File: src/hw/rv_alu_config.svh
`ifndef RV_ALU_CONFIG_SVH
`define RV_ALU_CONFIG_SVH

// architectural sizes of the integer slice
`define XLEN 64       // integer register width
`define NREGS 32      // number of integer registers

// program counter behaviour
`define RESET_PC 0    // pc after reset
`define PC_STEP 4     // bytes per retired instruction

`endif

File: src/hw/rv_alu_pkg.sv
`default_nettype none

`include "rv_alu_config.svh"

package rv_alu_pkg;

    typedef logic [`XLEN-1:0]          xlen_t;     // one integer data word
    typedef logic [31:0]               insn_t;     // raw instruction word
    typedef logic [$clog2(`NREGS)-1:0] reg_idx_t;  // register index
    typedef logic [2:0]                alu_fn_t;   // funct3 operation select

    localparam alu_fn_t FN_ADD  = 3'b000;  // add or sub
    localparam alu_fn_t FN_SLL  = 3'b001;
    localparam alu_fn_t FN_SLT  = 3'b010;
    localparam alu_fn_t FN_SLTU = 3'b011;
    localparam alu_fn_t FN_XOR  = 3'b100;
    localparam alu_fn_t FN_SR   = 3'b101;  // srl or sra
    localparam alu_fn_t FN_OR   = 3'b110;
    localparam alu_fn_t FN_AND  = 3'b111;

    typedef struct packed {
        logic is_op;         // register-register, 64 bit
        logic is_op_imm;     // register-immediate, 64 bit
        logic is_op_32;      // register-register word form
        logic is_op_imm_32;  // register-immediate word form
        logic is_auipc;
        logic illegal;       // anything this slice does not run
    } insn_class_t;

    typedef struct packed {
        insn_class_t cls;
        reg_idx_t    rd;
        reg_idx_t    rs1;
        reg_idx_t    rs2;
        alu_fn_t     fn;       // funct3 field
        logic        alt_bit;  // insn bit 30, selects sub / sra
        xlen_t       imm;      // sign extended I or U immediate
    } decoded_t;

    typedef struct packed {
        logic    sel_a_pc;   // operand a from pc
        logic    sel_b_imm;  // operand b from immediate
        logic    word_mode;  // 32 bit operation, sign extended result
        logic    sub_sra;    // subtract / arithmetic right shift
        alu_fn_t fn;
    } alu_ctrl_t;

    typedef struct packed {
        logic load_operands;  // capture rs1, rs2 and immediate
        logic load_alu;       // capture alu result
        logic load_wb;        // write rd and step the pc
    } dp_load_t;

    typedef enum logic [2:0] {
        IDLE,
        DECODE,
        EXECUTE_REG,
        EXECUTE_IMM,
        WRITEBACK,
        DONE
    } seq_state_t;

endpackage

`default_nettype wire

File: src/hw/alu_core_top.sv
`timescale 1ns/1ns
`default_nettype none

module alu_core_top (
    input  wire logic              clk,
    input  wire logic              rst_n,
    input  wire logic              start,
    input  wire rv_alu_pkg::insn_t insn,
    output logic                   done,
    output logic                   wb_valid,
    output rv_alu_pkg::reg_idx_t   wb_rd,
    output rv_alu_pkg::xlen_t      wb_data,
    output rv_alu_pkg::xlen_t      pc
);
    import rv_alu_pkg::*;

    decoded_t  dec;       // held decode of the current word
    alu_ctrl_t alu_ctrl;
    dp_load_t  load;

    insn_decoder decoder_i (
        .clk   (clk),
        .rst_n (rst_n),
        .start (start),
        .insn  (insn),
        .dec   (dec)
    );

    alu_sequencer sequencer_i (
        .clk      (clk),
        .rst_n    (rst_n),
        .start    (start),
        .dec      (dec),
        .alu_ctrl (alu_ctrl),
        .load     (load),
        .wb_valid (wb_valid),
        .done     (done)
    );

    exec_datapath datapath_i (
        .clk      (clk),
        .rst_n    (rst_n),
        .dec      (dec),
        .alu_ctrl (alu_ctrl),
        .load     (load),
        .wb_rd    (wb_rd),
        .wb_data  (wb_data),
        .pc       (pc)
    );

endmodule

`default_nettype wire

File: src/hw/alu_sequencer.sv
`timescale 1ns/1ns
`default_nettype none

module alu_sequencer (
    input  wire logic                 clk,
    input  wire logic                 rst_n,
    input  wire logic                 start,
    input  wire rv_alu_pkg::decoded_t dec,
    output rv_alu_pkg::alu_ctrl_t     alu_ctrl,
    output rv_alu_pkg::dp_load_t      load,
    output logic                      wb_valid,
    output logic                      done
);
    import rv_alu_pkg::*;

    seq_state_t state;
    seq_state_t next;
    logic       is_reg_class;  // both register-register forms

    assign is_reg_class = dec.cls.is_op | dec.cls.is_op_32;

    always_ff @(posedge clk or negedge rst_n) begin
        if (!rst_n) begin
            state <= IDLE;
        end else begin
            state <= next;
        end
    end

    always_comb begin
        next = state;
        case (state)
            IDLE:        next = start ? DECODE : IDLE;  // start only counts here
            DECODE:      next = is_reg_class ? EXECUTE_REG : EXECUTE_IMM;
            EXECUTE_REG: next = WRITEBACK;
            // illegal words pass one idle execute cycle and go straight to done
            EXECUTE_IMM: next = dec.cls.illegal ? DONE : WRITEBACK;
            WRITEBACK:   next = DONE;
            DONE:        next = IDLE;
            default:     next = IDLE;
        endcase
    end

    always_comb begin
        alu_ctrl = '0;
        load     = '0;
        wb_valid = 1'b0;
        done     = 1'b0;
        case (state)
            DECODE: begin
                load.load_operands = 1'b1;  // register file read ports -> operand regs
            end
            EXECUTE_REG: begin
                load.load_alu      = 1'b1;
                alu_ctrl.fn        = dec.fn;
                alu_ctrl.sub_sra   = dec.alt_bit;  // sub, sra, subw, sraw
                alu_ctrl.word_mode = dec.cls.is_op_32;
            end
            EXECUTE_IMM: begin
                load.load_alu      = !dec.cls.illegal;
                alu_ctrl.sel_b_imm = 1'b1;
                alu_ctrl.sel_a_pc  = dec.cls.is_auipc;  // pc + U immediate
                alu_ctrl.fn        = dec.cls.is_auipc ? FN_ADD : dec.fn;
                // bit 30 belongs to the immediate except on right shifts
                alu_ctrl.sub_sra   = (dec.fn == FN_SR) && dec.alt_bit && !dec.cls.is_auipc;
                alu_ctrl.word_mode = dec.cls.is_op_imm_32;
            end
            WRITEBACK: begin
                load.load_wb = 1'b1;  // rd write and pc step on the next edge
                wb_valid     = 1'b1;
            end
            DONE: begin
                done = 1'b1;
            end
            default: ;
        endcase
    end

endmodule

`default_nettype wire

File: src/hw/exec_datapath.sv
`timescale 1ns/1ns
`default_nettype none

`include "rv_alu_config.svh"

module exec_datapath (
    input  wire logic                  clk,
    input  wire logic                  rst_n,
    input  wire rv_alu_pkg::decoded_t  dec,
    input  wire rv_alu_pkg::alu_ctrl_t alu_ctrl,
    input  wire rv_alu_pkg::dp_load_t  load,
    output rv_alu_pkg::reg_idx_t       wb_rd,
    output rv_alu_pkg::xlen_t          wb_data,
    output rv_alu_pkg::xlen_t          pc
);
    import rv_alu_pkg::*;

    xlen_t rs1_q;   // operand registers
    xlen_t rs2_q;
    xlen_t imm_q;
    xlen_t res_q;   // alu result, also the writeback data
    xlen_t pc_q;
    xlen_t rdata1;
    xlen_t rdata2;
    xlen_t op_a;
    xlen_t op_b;
    xlen_t alu_y;

    reg_file reg_file_i (
        .clk    (clk),
        .rst_n  (rst_n),
        .rs1    (dec.rs1),
        .rs2    (dec.rs2),
        .rd     (dec.rd),
        .we     (load.load_wb),
        .wdata  (res_q),
        .rdata1 (rdata1),
        .rdata2 (rdata2)
    );

    assign op_a = alu_ctrl.sel_a_pc ? pc_q : rs1_q;    // pc for auipc
    assign op_b = alu_ctrl.sel_b_imm ? imm_q : rs2_q;

    int_alu alu_i (
        .a    (op_a),
        .b    (op_b),
        .ctrl (alu_ctrl),
        .y    (alu_y)
    );

    always_ff @(posedge clk) begin
        if (load.load_operands) begin
            rs1_q <= rdata1;
            rs2_q <= rdata2;
            imm_q <= dec.imm;
        end
        if (load.load_alu) begin
            res_q <= alu_y;
        end
    end

    // pc only moves on a retired instruction
    always_ff @(posedge clk or negedge rst_n) begin
        if (!rst_n) begin
            pc_q <= xlen_t'(`RESET_PC);
        end else if (load.load_wb) begin
            pc_q <= pc_q + xlen_t'(`PC_STEP);
        end
    end

    assign wb_rd   = dec.rd;  // decoder holds the word until done
    assign wb_data = res_q;
    assign pc      = pc_q;

endmodule

`default_nettype wire

File: src/hw/insn_decoder.sv
`timescale 1ns/1ns
`default_nettype none

`include "rv_alu_config.svh"

module insn_decoder (
    input  wire logic              clk,
    input  wire logic              rst_n,
    input  wire logic              start,
    input  wire rv_alu_pkg::insn_t insn,
    output rv_alu_pkg::decoded_t   dec
);
    import rv_alu_pkg::*;

    localparam logic [6:0] OPC_OP        = 7'b0110011;
    localparam logic [6:0] OPC_OP_IMM    = 7'b0010011;
    localparam logic [6:0] OPC_OP_32     = 7'b0111011;
    localparam logic [6:0] OPC_OP_IMM_32 = 7'b0011011;
    localparam logic [6:0] OPC_AUIPC     = 7'b0010111;

    insn_t       insn_q;    // word held for the whole sequence
    logic [2:0]  busy_cnt;  // cycles into the current sequence, zero when idle
    logic [2:0]  seq_len;   // sequence length in cycles after the start edge
    logic        accept;    // start seen while idle
    logic [6:0]  opcode;
    logic [6:0]  funct7;
    alu_fn_t     funct3;
    logic        f7_zero;   // funct7 == 0000000
    logic        f7_alt;    // funct7 == 0100000
    logic        alt_ok;    // funct3 has an alternate (sub / sra) encoding
    logic        sh_zero;   // insn[31:26] clear, 64 bit shift immediate
    logic        sh_alt;    // srai encoding in insn[31:26]
    insn_class_t cls;

    assign accept  = start && (busy_cnt == 3'd0);
    assign seq_len = cls.illegal ? 3'd3 : 3'd4;  // illegal words skip writeback

    // a start while busy must not overwrite the held word
    always_ff @(posedge clk or negedge rst_n) begin
        if (!rst_n) begin
            busy_cnt <= 3'd0;
        end else if (accept) begin
            busy_cnt <= 3'd1;
        end else if (busy_cnt == seq_len) begin
            busy_cnt <= 3'd0;  // sequencer is back in idle
        end else if (busy_cnt != 3'd0) begin
            busy_cnt <= busy_cnt + 3'd1;
        end
    end

    always_ff @(posedge clk) begin
        if (accept) begin
            insn_q <= insn;
        end
    end

    assign opcode  = insn_q[6:0];
    assign funct3  = insn_q[14:12];
    assign funct7  = insn_q[31:25];
    assign f7_zero = (funct7 == 7'b0000000);
    assign f7_alt  = (funct7 == 7'b0100000);
    assign alt_ok  = (funct3 == FN_ADD) || (funct3 == FN_SR);
    assign sh_zero = (insn_q[31:26] == 6'b000000);
    assign sh_alt  = (insn_q[31:26] == 6'b010000);

    always_comb begin
        cls = '0;
        case (opcode)
            OPC_OP:        cls.is_op = f7_zero || (f7_alt && alt_ok);
            OPC_OP_IMM: begin
                if (funct3 == FN_SLL) begin
                    cls.is_op_imm = sh_zero;
                end else if (funct3 == FN_SR) begin
                    cls.is_op_imm = sh_zero || sh_alt;
                end else begin
                    cls.is_op_imm = 1'b1;  // no funct7 field
                end
            end
            OPC_OP_32:     cls.is_op_32 = (f7_zero && (alt_ok || funct3 == FN_SLL))
                                          || (f7_alt && alt_ok);
            OPC_OP_IMM_32: cls.is_op_imm_32 = (funct3 == FN_ADD)
                                              || (funct3 == FN_SLL && f7_zero)
                                              || (funct3 == FN_SR && (f7_zero || f7_alt));
            OPC_AUIPC:     cls.is_auipc = 1'b1;
            default:       ;
        endcase
        cls.illegal = !(cls.is_op | cls.is_op_imm | cls.is_op_32 | cls.is_op_imm_32
                        | cls.is_auipc);
    end

    assign dec.cls     = cls;
    assign dec.rd      = insn_q[11:7];
    assign dec.rs1     = insn_q[19:15];
    assign dec.rs2     = insn_q[24:20];
    assign dec.fn      = funct3;
    assign dec.alt_bit = insn_q[30];
    assign dec.imm     = cls.is_auipc ? {{(`XLEN-32){insn_q[31]}}, insn_q[31:12], 12'b0}  // U
                                      : {{(`XLEN-12){insn_q[31]}}, insn_q[31:20]};        // I

endmodule

`default_nettype wire

File: src/hw/int_alu.sv
`timescale 1ns/1ns
`default_nettype none

`include "rv_alu_config.svh"

module int_alu (
    input  wire rv_alu_pkg::xlen_t     a,
    input  wire rv_alu_pkg::xlen_t     b,
    input  wire rv_alu_pkg::alu_ctrl_t ctrl,
    output rv_alu_pkg::xlen_t          y
);
    import rv_alu_pkg::*;

    xlen_t       res_d;    // full width result
    xlen_t       sra_d;    // arithmetic right shift, 64 bit
    logic [31:0] res_w;    // word result before sign extension
    logic [31:0] sra_w;
    logic [31:0] a_w;
    logic [31:0] b_w;
    logic [5:0]  shamt_d;  // six bit shift amount
    logic [4:0]  shamt_w;  // five bits in word mode

    assign a_w     = a[31:0];
    assign b_w     = b[31:0];
    assign shamt_d = b[5:0];
    assign shamt_w = b[4:0];
    assign sra_d   = $signed(a) >>> shamt_d;
    assign sra_w   = $signed(a_w) >>> shamt_w;

    always_comb begin
        res_d = '0;
        case (ctrl.fn)
            FN_ADD:  res_d = ctrl.sub_sra ? a - b : a + b;
            FN_SLL:  res_d = a << shamt_d;
            FN_SLT:  res_d = {{(`XLEN-1){1'b0}}, $signed(a) < $signed(b)};
            FN_SLTU: res_d = {{(`XLEN-1){1'b0}}, a < b};
            FN_XOR:  res_d = a ^ b;
            FN_SR:   res_d = ctrl.sub_sra ? sra_d : a >> shamt_d;
            FN_OR:   res_d = a | b;
            FN_AND:  res_d = a & b;
            default: res_d = '0;
        endcase
    end

    // only add, sub and the shifts have word forms
    always_comb begin
        case (ctrl.fn)
            FN_ADD:  res_w = ctrl.sub_sra ? a_w - b_w : a_w + b_w;
            FN_SLL:  res_w = a_w << shamt_w;
            FN_SR:   res_w = ctrl.sub_sra ? sra_w : a_w >> shamt_w;
            default: res_w = res_d[31:0];
        endcase
    end

    assign y = ctrl.word_mode ? {{(`XLEN-32){res_w[31]}}, res_w} : res_d;

endmodule

`default_nettype wire

File: src/hw/reg_file.sv
`timescale 1ns/1ns
`default_nettype none

`include "rv_alu_config.svh"

module reg_file (
    input  wire logic                 clk,
    input  wire logic                 rst_n,
    input  wire rv_alu_pkg::reg_idx_t rs1,
    input  wire rv_alu_pkg::reg_idx_t rs2,
    input  wire rv_alu_pkg::reg_idx_t rd,
    input  wire logic                 we,
    input  wire rv_alu_pkg::xlen_t    wdata,
    output rv_alu_pkg::xlen_t         rdata1,
    output rv_alu_pkg::xlen_t         rdata2
);
    import rv_alu_pkg::*;

    xlen_t regs [`NREGS];  // x0 is never written so it reads zero

    always_ff @(posedge clk or negedge rst_n) begin
        if (!rst_n) begin
            regs <= '{default: '0};
        end else if (we && (rd != '0)) begin
            regs[rd] <= wdata;  // writes to x0 dropped
        end
    end

    assign rdata1 = regs[rs1];  // combinational read ports
    assign rdata2 = regs[rs2];

endmodule

`default_nettype wire

File: config.mk
export PLATFORM = sky130hd
export DESIGN_NAME = alu_core_top
export DESIGN_NICKNAME = d
export VERILOG_FILES = /design/src/hw/rv_alu_pkg.sv /design/src/hw/alu_core_top.sv /design/src/hw/alu_sequencer.sv /design/src/hw/exec_datapath.sv /design/src/hw/insn_decoder.sv /design/src/hw/int_alu.sv /design/src/hw/reg_file.sv
export VERILOG_INCLUDE_DIRS = /design/src /design/src/hw
export SDC_FILE = /design/constraint.sdc
export NUM_CORES = 2
export LEC_CHECK = 0
export BUFFER_PORTS_ARGS = -buffer_cell sky130_fd_sc_hd__buf_4
export CORE_UTILIZATION = 50
export CTS_CLUSTER_SIZE = 28
export DETAILED_ROUTE_END_ITERATION = 7
export PLACE_DENSITY = 0.75
export SYNTH_ARGS = -nofsm -noshare
export SYNTH_HDL_FRONTEND = slang
export SYNTH_SLANG_ARGS = --single-unit
File: constraint.sdc
create_clock -name clk -period 33.3 [get_ports clk]
set_input_delay 1.665 -clock clk [delete_from_list [all_inputs] [get_ports clk]]
set_output_delay 1.665 -clock clk [all_outputs]
set_load 0.01 [all_outputs]
* Word-level counts from Yosys, hierarchy flattened
Index checks and enable logic that the tools add are counted.
** Storage, ports and cells
- Output and inout bits :: 135
- Logic and storage cells :: 160
- Register bits :: 2374
** Cells by class
- Bitwise gates (word level) :: 11
- Equal/unequal tests :: 22
- Add/sub/neg operators :: 6
- Reductions and logical operators :: 27
- Mux-type cells :: 41
- $lt $le $gt $ge :: 6
- Shift operators :: 6
** Operator list (number)
- 2048-bit bitwise mux :: 1
- 64-bit binary-select mux with 5-bit select :: 2
- 64-bit two-way mux :: 10
- 64-bit one-hot mux with 8 select lines :: 1
- 64-bit demux with 5-bit select :: 1
- 64-bit less-than comparator :: 2
- 32-bit one-hot mux with 3 select lines :: 1
- 64-bit by 3-bit adder with 64-bit output, second input constant :: 1
- 64-bit adder :: 1
- 64-bit AND :: 1
- 32-bit two-way mux :: 2
- 64-bit OR :: 1
- 64-bit by 6-bit << shifter with 64-bit output :: 1
- 64-bit by 6-bit >> shifter with 64-bit output :: 1
- 64-bit by 6-bit >>> shifter with 64-bit output :: 1
- 64-bit subtractor :: 1
- 64-bit XOR :: 1
- 32-bit adder :: 1
- 32-bit by 5-bit << shifter with 32-bit output :: 1
- 32-bit by 5-bit >> shifter with 32-bit output :: 1
- 32-bit by 5-bit >>> shifter with 32-bit output :: 1
- 32-bit subtractor :: 1
- 31-bit two-way mux :: 1
- 3-bit == test, second input constant :: 7
- 25 further kinds :: 77

* Depth between registers and ports, before layout
- Depth in word-level cells :: 13
- Depth in mapped cells :: 29
- Mapped depth without buffers :: 22

* By module
A second synthesis with hierarchy kept.
** Unflattened totals
- Cells, all modules :: 12212
- Area total of the unflattened synthesis :: 146315.3 µm²
** By module, submodules not included
- reg_file :: cells each 7711, times used 1, sequential area each 51249.2 µm², area an instance 107789.6 µm²
- int_alu :: cells each 3623, times used 1, sequential area each 0.0 µm², area an instance 24054.3 µm²
- exec_datapath :: cells each 670, times used 1, sequential area each 9238.9 µm², area an instance 12155.4 µm²
- insn_decoder :: cells each 178, times used 1, sequential area each 1036.0 µm², area an instance 2079.5 µm²
- alu_sequencer :: cells each 30, times used 1, sequential area each 75.1 µm², area an instance 236.5 µm²

* Worst setup path after synthesis
Ideal clock, no wire load.
- Path kind :: register to register
- From :: reg sequencer_i.state[0]
- To :: reg sequencer_i.state[1]
- Period minus slack after synthesis :: 13.571 ns
- Arrival time :: 12.271 ns
- Setup time :: 1.300 ns
- Setup slack :: 19.729 ns
- Cell stages (with the launch flop) :: 3
- Path buffers :: 1
- Cells stage by stage :: dfrtp_1 > clkbuf_1 > nor3b_1
** On the way
- Cells in the longest elaborated chain, start to end :: 2
** Ends and longest elaborated chain
- start, declared :: line alu_sequencer.sv:16 : seq_state_t state;
- start signal, assigned :: line alu_sequencer.sv:26 : state <= next;
- 3-bit == test (tied with other cells) :: line alu_sequencer.sv:32 : case (state)
- 3-bit one-hot mux with 5 select lines (*) :: line alu_sequencer.sv:32
- net sequencer_i.next[1] :: line alu_sequencer.sv:17 : seq_state_t next;
Mark *: on every way through the listed nets, which the timed path passes. The rest lies on a longest branch.
A chain may end at the register's enable or synchronous reset.

* Worst setup path in the final report
- From :: reg sequencer_i.state[0]
- To :: reg datapath_i.res_q[42] (netlist: datapath_i.wb_data[42]), data pin
** On the way
- Cells in the longest elaborated chain, start to end :: 8
** Ends and longest elaborated chain
- 3-bit by 2-bit == test with 1-bit output :: line alu_sequencer.sv:49 : case (state)
- 2-bit two-way mux :: line alu_sequencer.sv:49
- 64-bit two-way mux (on tied branches) :: line exec_datapath.sv:41, exec_datapath.sv:42
- 64-bit adder (tied with other cells) :: line int_alu.sv:33 : FN_ADD: res_d = ctrl.sub_sra ? a - b : a + b;
- 64-bit two-way mux (on tied branches) :: line int_alu.sv:33, int_alu.sv:38
- 64-bit one-hot mux with 8 select lines :: line int_alu.sv:32 : case (ctrl.fn)
- 32-bit one-hot mux with 3 select lines :: line int_alu.sv:47 : case (ctrl.fn)
- 64-bit two-way mux (*) :: line int_alu.sv:55 : assign y = ctrl.word_mode ? {{(`XLEN-32){res_w[31]}}, res_w} : res_d;
- net datapath_i.alu_i.y[42] :: line int_alu.sv:10 : output rv_alu_pkg::xlen_t y
- end signal, assigned :: line exec_datapath.sv:58 : res_q <= alu_y;
- end, declared :: line exec_datapath.sv:21 : xlen_t res_q;
Marked as above.

==> reports/results.tsv <==
metric	value	unit
outcome	finished, violations left	
failing checks	slew limit	
Net Switching	6.28	mW
standard-cell rows	195	
setup TNS	0	ns
io pins	170	
WL final	546	mm
Hold Vio Cnt, Final	0	
Crit Path Class	reg -> reg	
share of flip-flops with an asynchronous set or reset	89.2	%
fmax	0.101	GHz
starting density of the core	50.3	%
# hold bufs at CTS	0	
Logic pwr share	48.9	%
RSZ-0062 raised after global routing	false	
Cells after Synth	10600	
top cells by area, synth	dfrtp_1 (37%), mux4_2 (21%), mux2_2 (17%)	
share of cells above drive strength 1	42.6	%
Antenna Nets Post-Route	0	
post-DP HPWL	365	mm
first-pass GRT wire length	778	mm
largest net degree at the start of global routing	195	
IO Port Bufs	167	
global-route track usage on met3	9.06	%
CTS tree	yes	
P&R area growth vs syn	9.23	%
Post-synth EDFFs	256	
die height	535	um
main flop type after synthesis	dfrtp_1	
GR Layer Usage met2	56.7	%
CTS buffer count	246	
Seq pwr share	31.7	%
final worst clock skew	0.0861	ns
DR vias	102000	
drt initial violations	13300	
# H-tree levels	4	
vias in the first global route	104000	
max-cap violation count	0	
die outline area	287000	um2
Worst Hold Slack	0.395	ns
Worst Path Required	33.88	ns
crit path DAT	10.50	ns
clk sinks	2372	
met1 GRT Util	51.3	%
fin crit share	29.8	%
GPL Wtd Cong	1.05	
Synth top cells by count	mux2_2 (2,180), dfrtp_1 (2,116), mux4_2 (1,295)	
Synth Area per Inst	13.4	um2
Post-CTS Setup Bufs	0	
core area	283000	um2
CTS resizes	0	
worst hold path type	reg -> reg	
Max rail drop VDD	0.0000622	V
Nets	10600	
Synth Warn #	0	
most frequent cell after synthesis	mux2_2	
drc violations	0	
pwr dens	93.7	nW/um2
Mapped Area	142000	um2
Clk pwr share	19.4	%
Max-slew headroom	-0.186	%
Worst Tran Pin Value	1.50	ns
Root Buffer	clkbuf_16	
Slew Limit Fails	5	
Via density	7.16	
# setup viols final	0	
Synth top area share	37.2	%
clk slew on worst S/H paths	0.07	ns
GRT Residual Overflow	0	
CP Capture Type	flop	
Overall Power	14.6	mW
Max Root-Sink Buffers	4	
CP Max Fanout	48	
leakage	69.1	nW
Cell variety after synth	107	
gr busiest metal	met2	
clk_lat worst skew	0.96	ns
Net Sw Frac	43.2	%
Finished Core Util	55.0	%
1st-pass router iterations	8	
sequential cell area fraction in the yosys report	42.6	%
number of synthesized register bits	2372	
Die Width	535	um
initial antenna violation count	33	
Tmin final	9.92	ns
WL/cell	38.2	um
GRT Total Usage	38.0	%
P_int	8.27	mW
Worst setup SP type	flop	
leading area contributor after synthesis	dfrtp_1	
[placed cells by master (no fill, tap or decap), drive strengths merged, types with 66 or more instances in the layout]
master / n
mux4: 1295
nor2: 438
mux2: 2180
dfrtp: 2116
clkbuf: 355
mux2i: 314
a21o: 79
buf: 499
o21ai: 288
nand3: 125
inv: 213
xnor2: 122
edfxtp: 256
ha: 227
nand2: 541
a21oi: 377
nor3: 89
o211ai: 83
clkinv: 66
[final timing paths]
check / from / endpoint / slack [ns] / cells past startpoint
hold / removal: datapath_i.reg_file_i.regs[2031]$_DFFE_PN0P_ / datapath_i.reg_file_i.regs[2031]$_DFFE_PN0P_ / 0.39 / 0
hold reg to reg: datapath_i.reg_file_i.regs[2031]$_DFFE_PN0P_ / datapath_i.reg_file_i.regs[2031]$_DFFE_PN0P_ / 0.39 / 0
max in group asynchronous: rst_n / datapath_i.reg_file_i.regs[10]$_DFFE_PN0P_ / 27.61 / 6
setup / recovery: sequencer_i.state[0]$_DFF_PN0_ / datapath_i.wb_data[42]$_DFFE_PP_ / 23.38 / 23
min in group asynchronous: rst_n / datapath_i.reg_file_i.regs[431]$_DFFE_PN0P_ / 0.73 / 1
setup reg to reg: sequencer_i.state[0]$_DFF_PN0_ / datapath_i.wb_data[42]$_DFFE_PP_ / 23.38 / 23
[area by class of cell]
class | instances | area (um2)
Tap cell | 3743 | 4680
Fill cell | 22400 | 127000
Antenna cell | 13 | 32.5
Timing Repair Buffer | 499 | 3980
Inverter | 206 | 781
Clock inverter | 96 | 973
Sequential cell | 2372 | 60600
Clock buffer | 355 | 7190
Multi-Input combinational cell | 7008 | 77100
[state kept, by name, indices dropped and copies added (netlist names)]
signal	flops
sequencer_i.state	3
datapath_i.rs2_q	64
decoder_i.busy_cnt	3
datapath_i.rs1_q	64
datapath_i.reg_file_i.regs	2048
datapath_i.imm_q	32
datapath_i.wb_data	64
datapath_i.pc	62
decoder_i.insn_q	32
[metrics by stage]
step	instance area (um2)	cells	setup WS, ns
floorplan	142000	10600	19.73
global placement	147000	13800	23.58
detailed placement	147000	13800	23.63
CTS	155000	14300	23.64
global route	155000	14300	23.07
finish	155000	14300	23.38
[logic make-up after synthesis]
kind of cell | after synthesis | share of synthesized area (%)
buffers and inverters | 1267 | 3.48
adders and majority gates | 230 | 2.04
muxes | 3789 | 40.0
other | 1 | 0.00264
xor gates and xnor gates | 159 | 0.979
AOI/OAI and AO/OA | 1363 | 6.24
DFF | 2372 | 42.6
and+or+nand+nor | 1465 | 4.63
[power by group through the flow]
stage	Sequential [mW]	Clock (mW)	Combinational [mW]
3_5_place_dp	4.63	0	6.84
6_report	4.61	2.83	7.11
4_1_cts	4.59	2.85	6.88
2_1_floorplan	4.32	0	4.54
3_3_place_gp	4.51	0	6.82
5_1_grt	4.71	2.96	7.36
[routing by layer]
layer / vias to the layer above / part of all wire, %
met1: 54000 / 38
met2: 6528 / 44
li1: 40200 / -
met3: 1579 / 11
met4: 18 / 6.6
met5: - / 0.019
[worst max-delay path, cell delays in order (launching register included)]
cell      delay [ns]
dfrtp_1         0.68
and3b_2         0.71
buf_4           0.55
mux2i_4         0.30
buf_4           0.54
buf_4           0.61
clkinv_2        0.66
nor2_1          0.26
buf_4           0.31
a31oi_1         0.21
xnor2_1         0.42
ha_1            0.34
o21ai_0         0.34
nor2_1          0.10
o221ai_1        0.41
o21ai_1         0.33
a311o_1         0.42
a211oi_1        0.46
o221ai_1        0.16
o21ai_0         0.12
xnor2_1         0.25
o21bai_2        0.11
nor2_1          1.02
nor2_1          0.15
(Power assumes the default switching activity.)
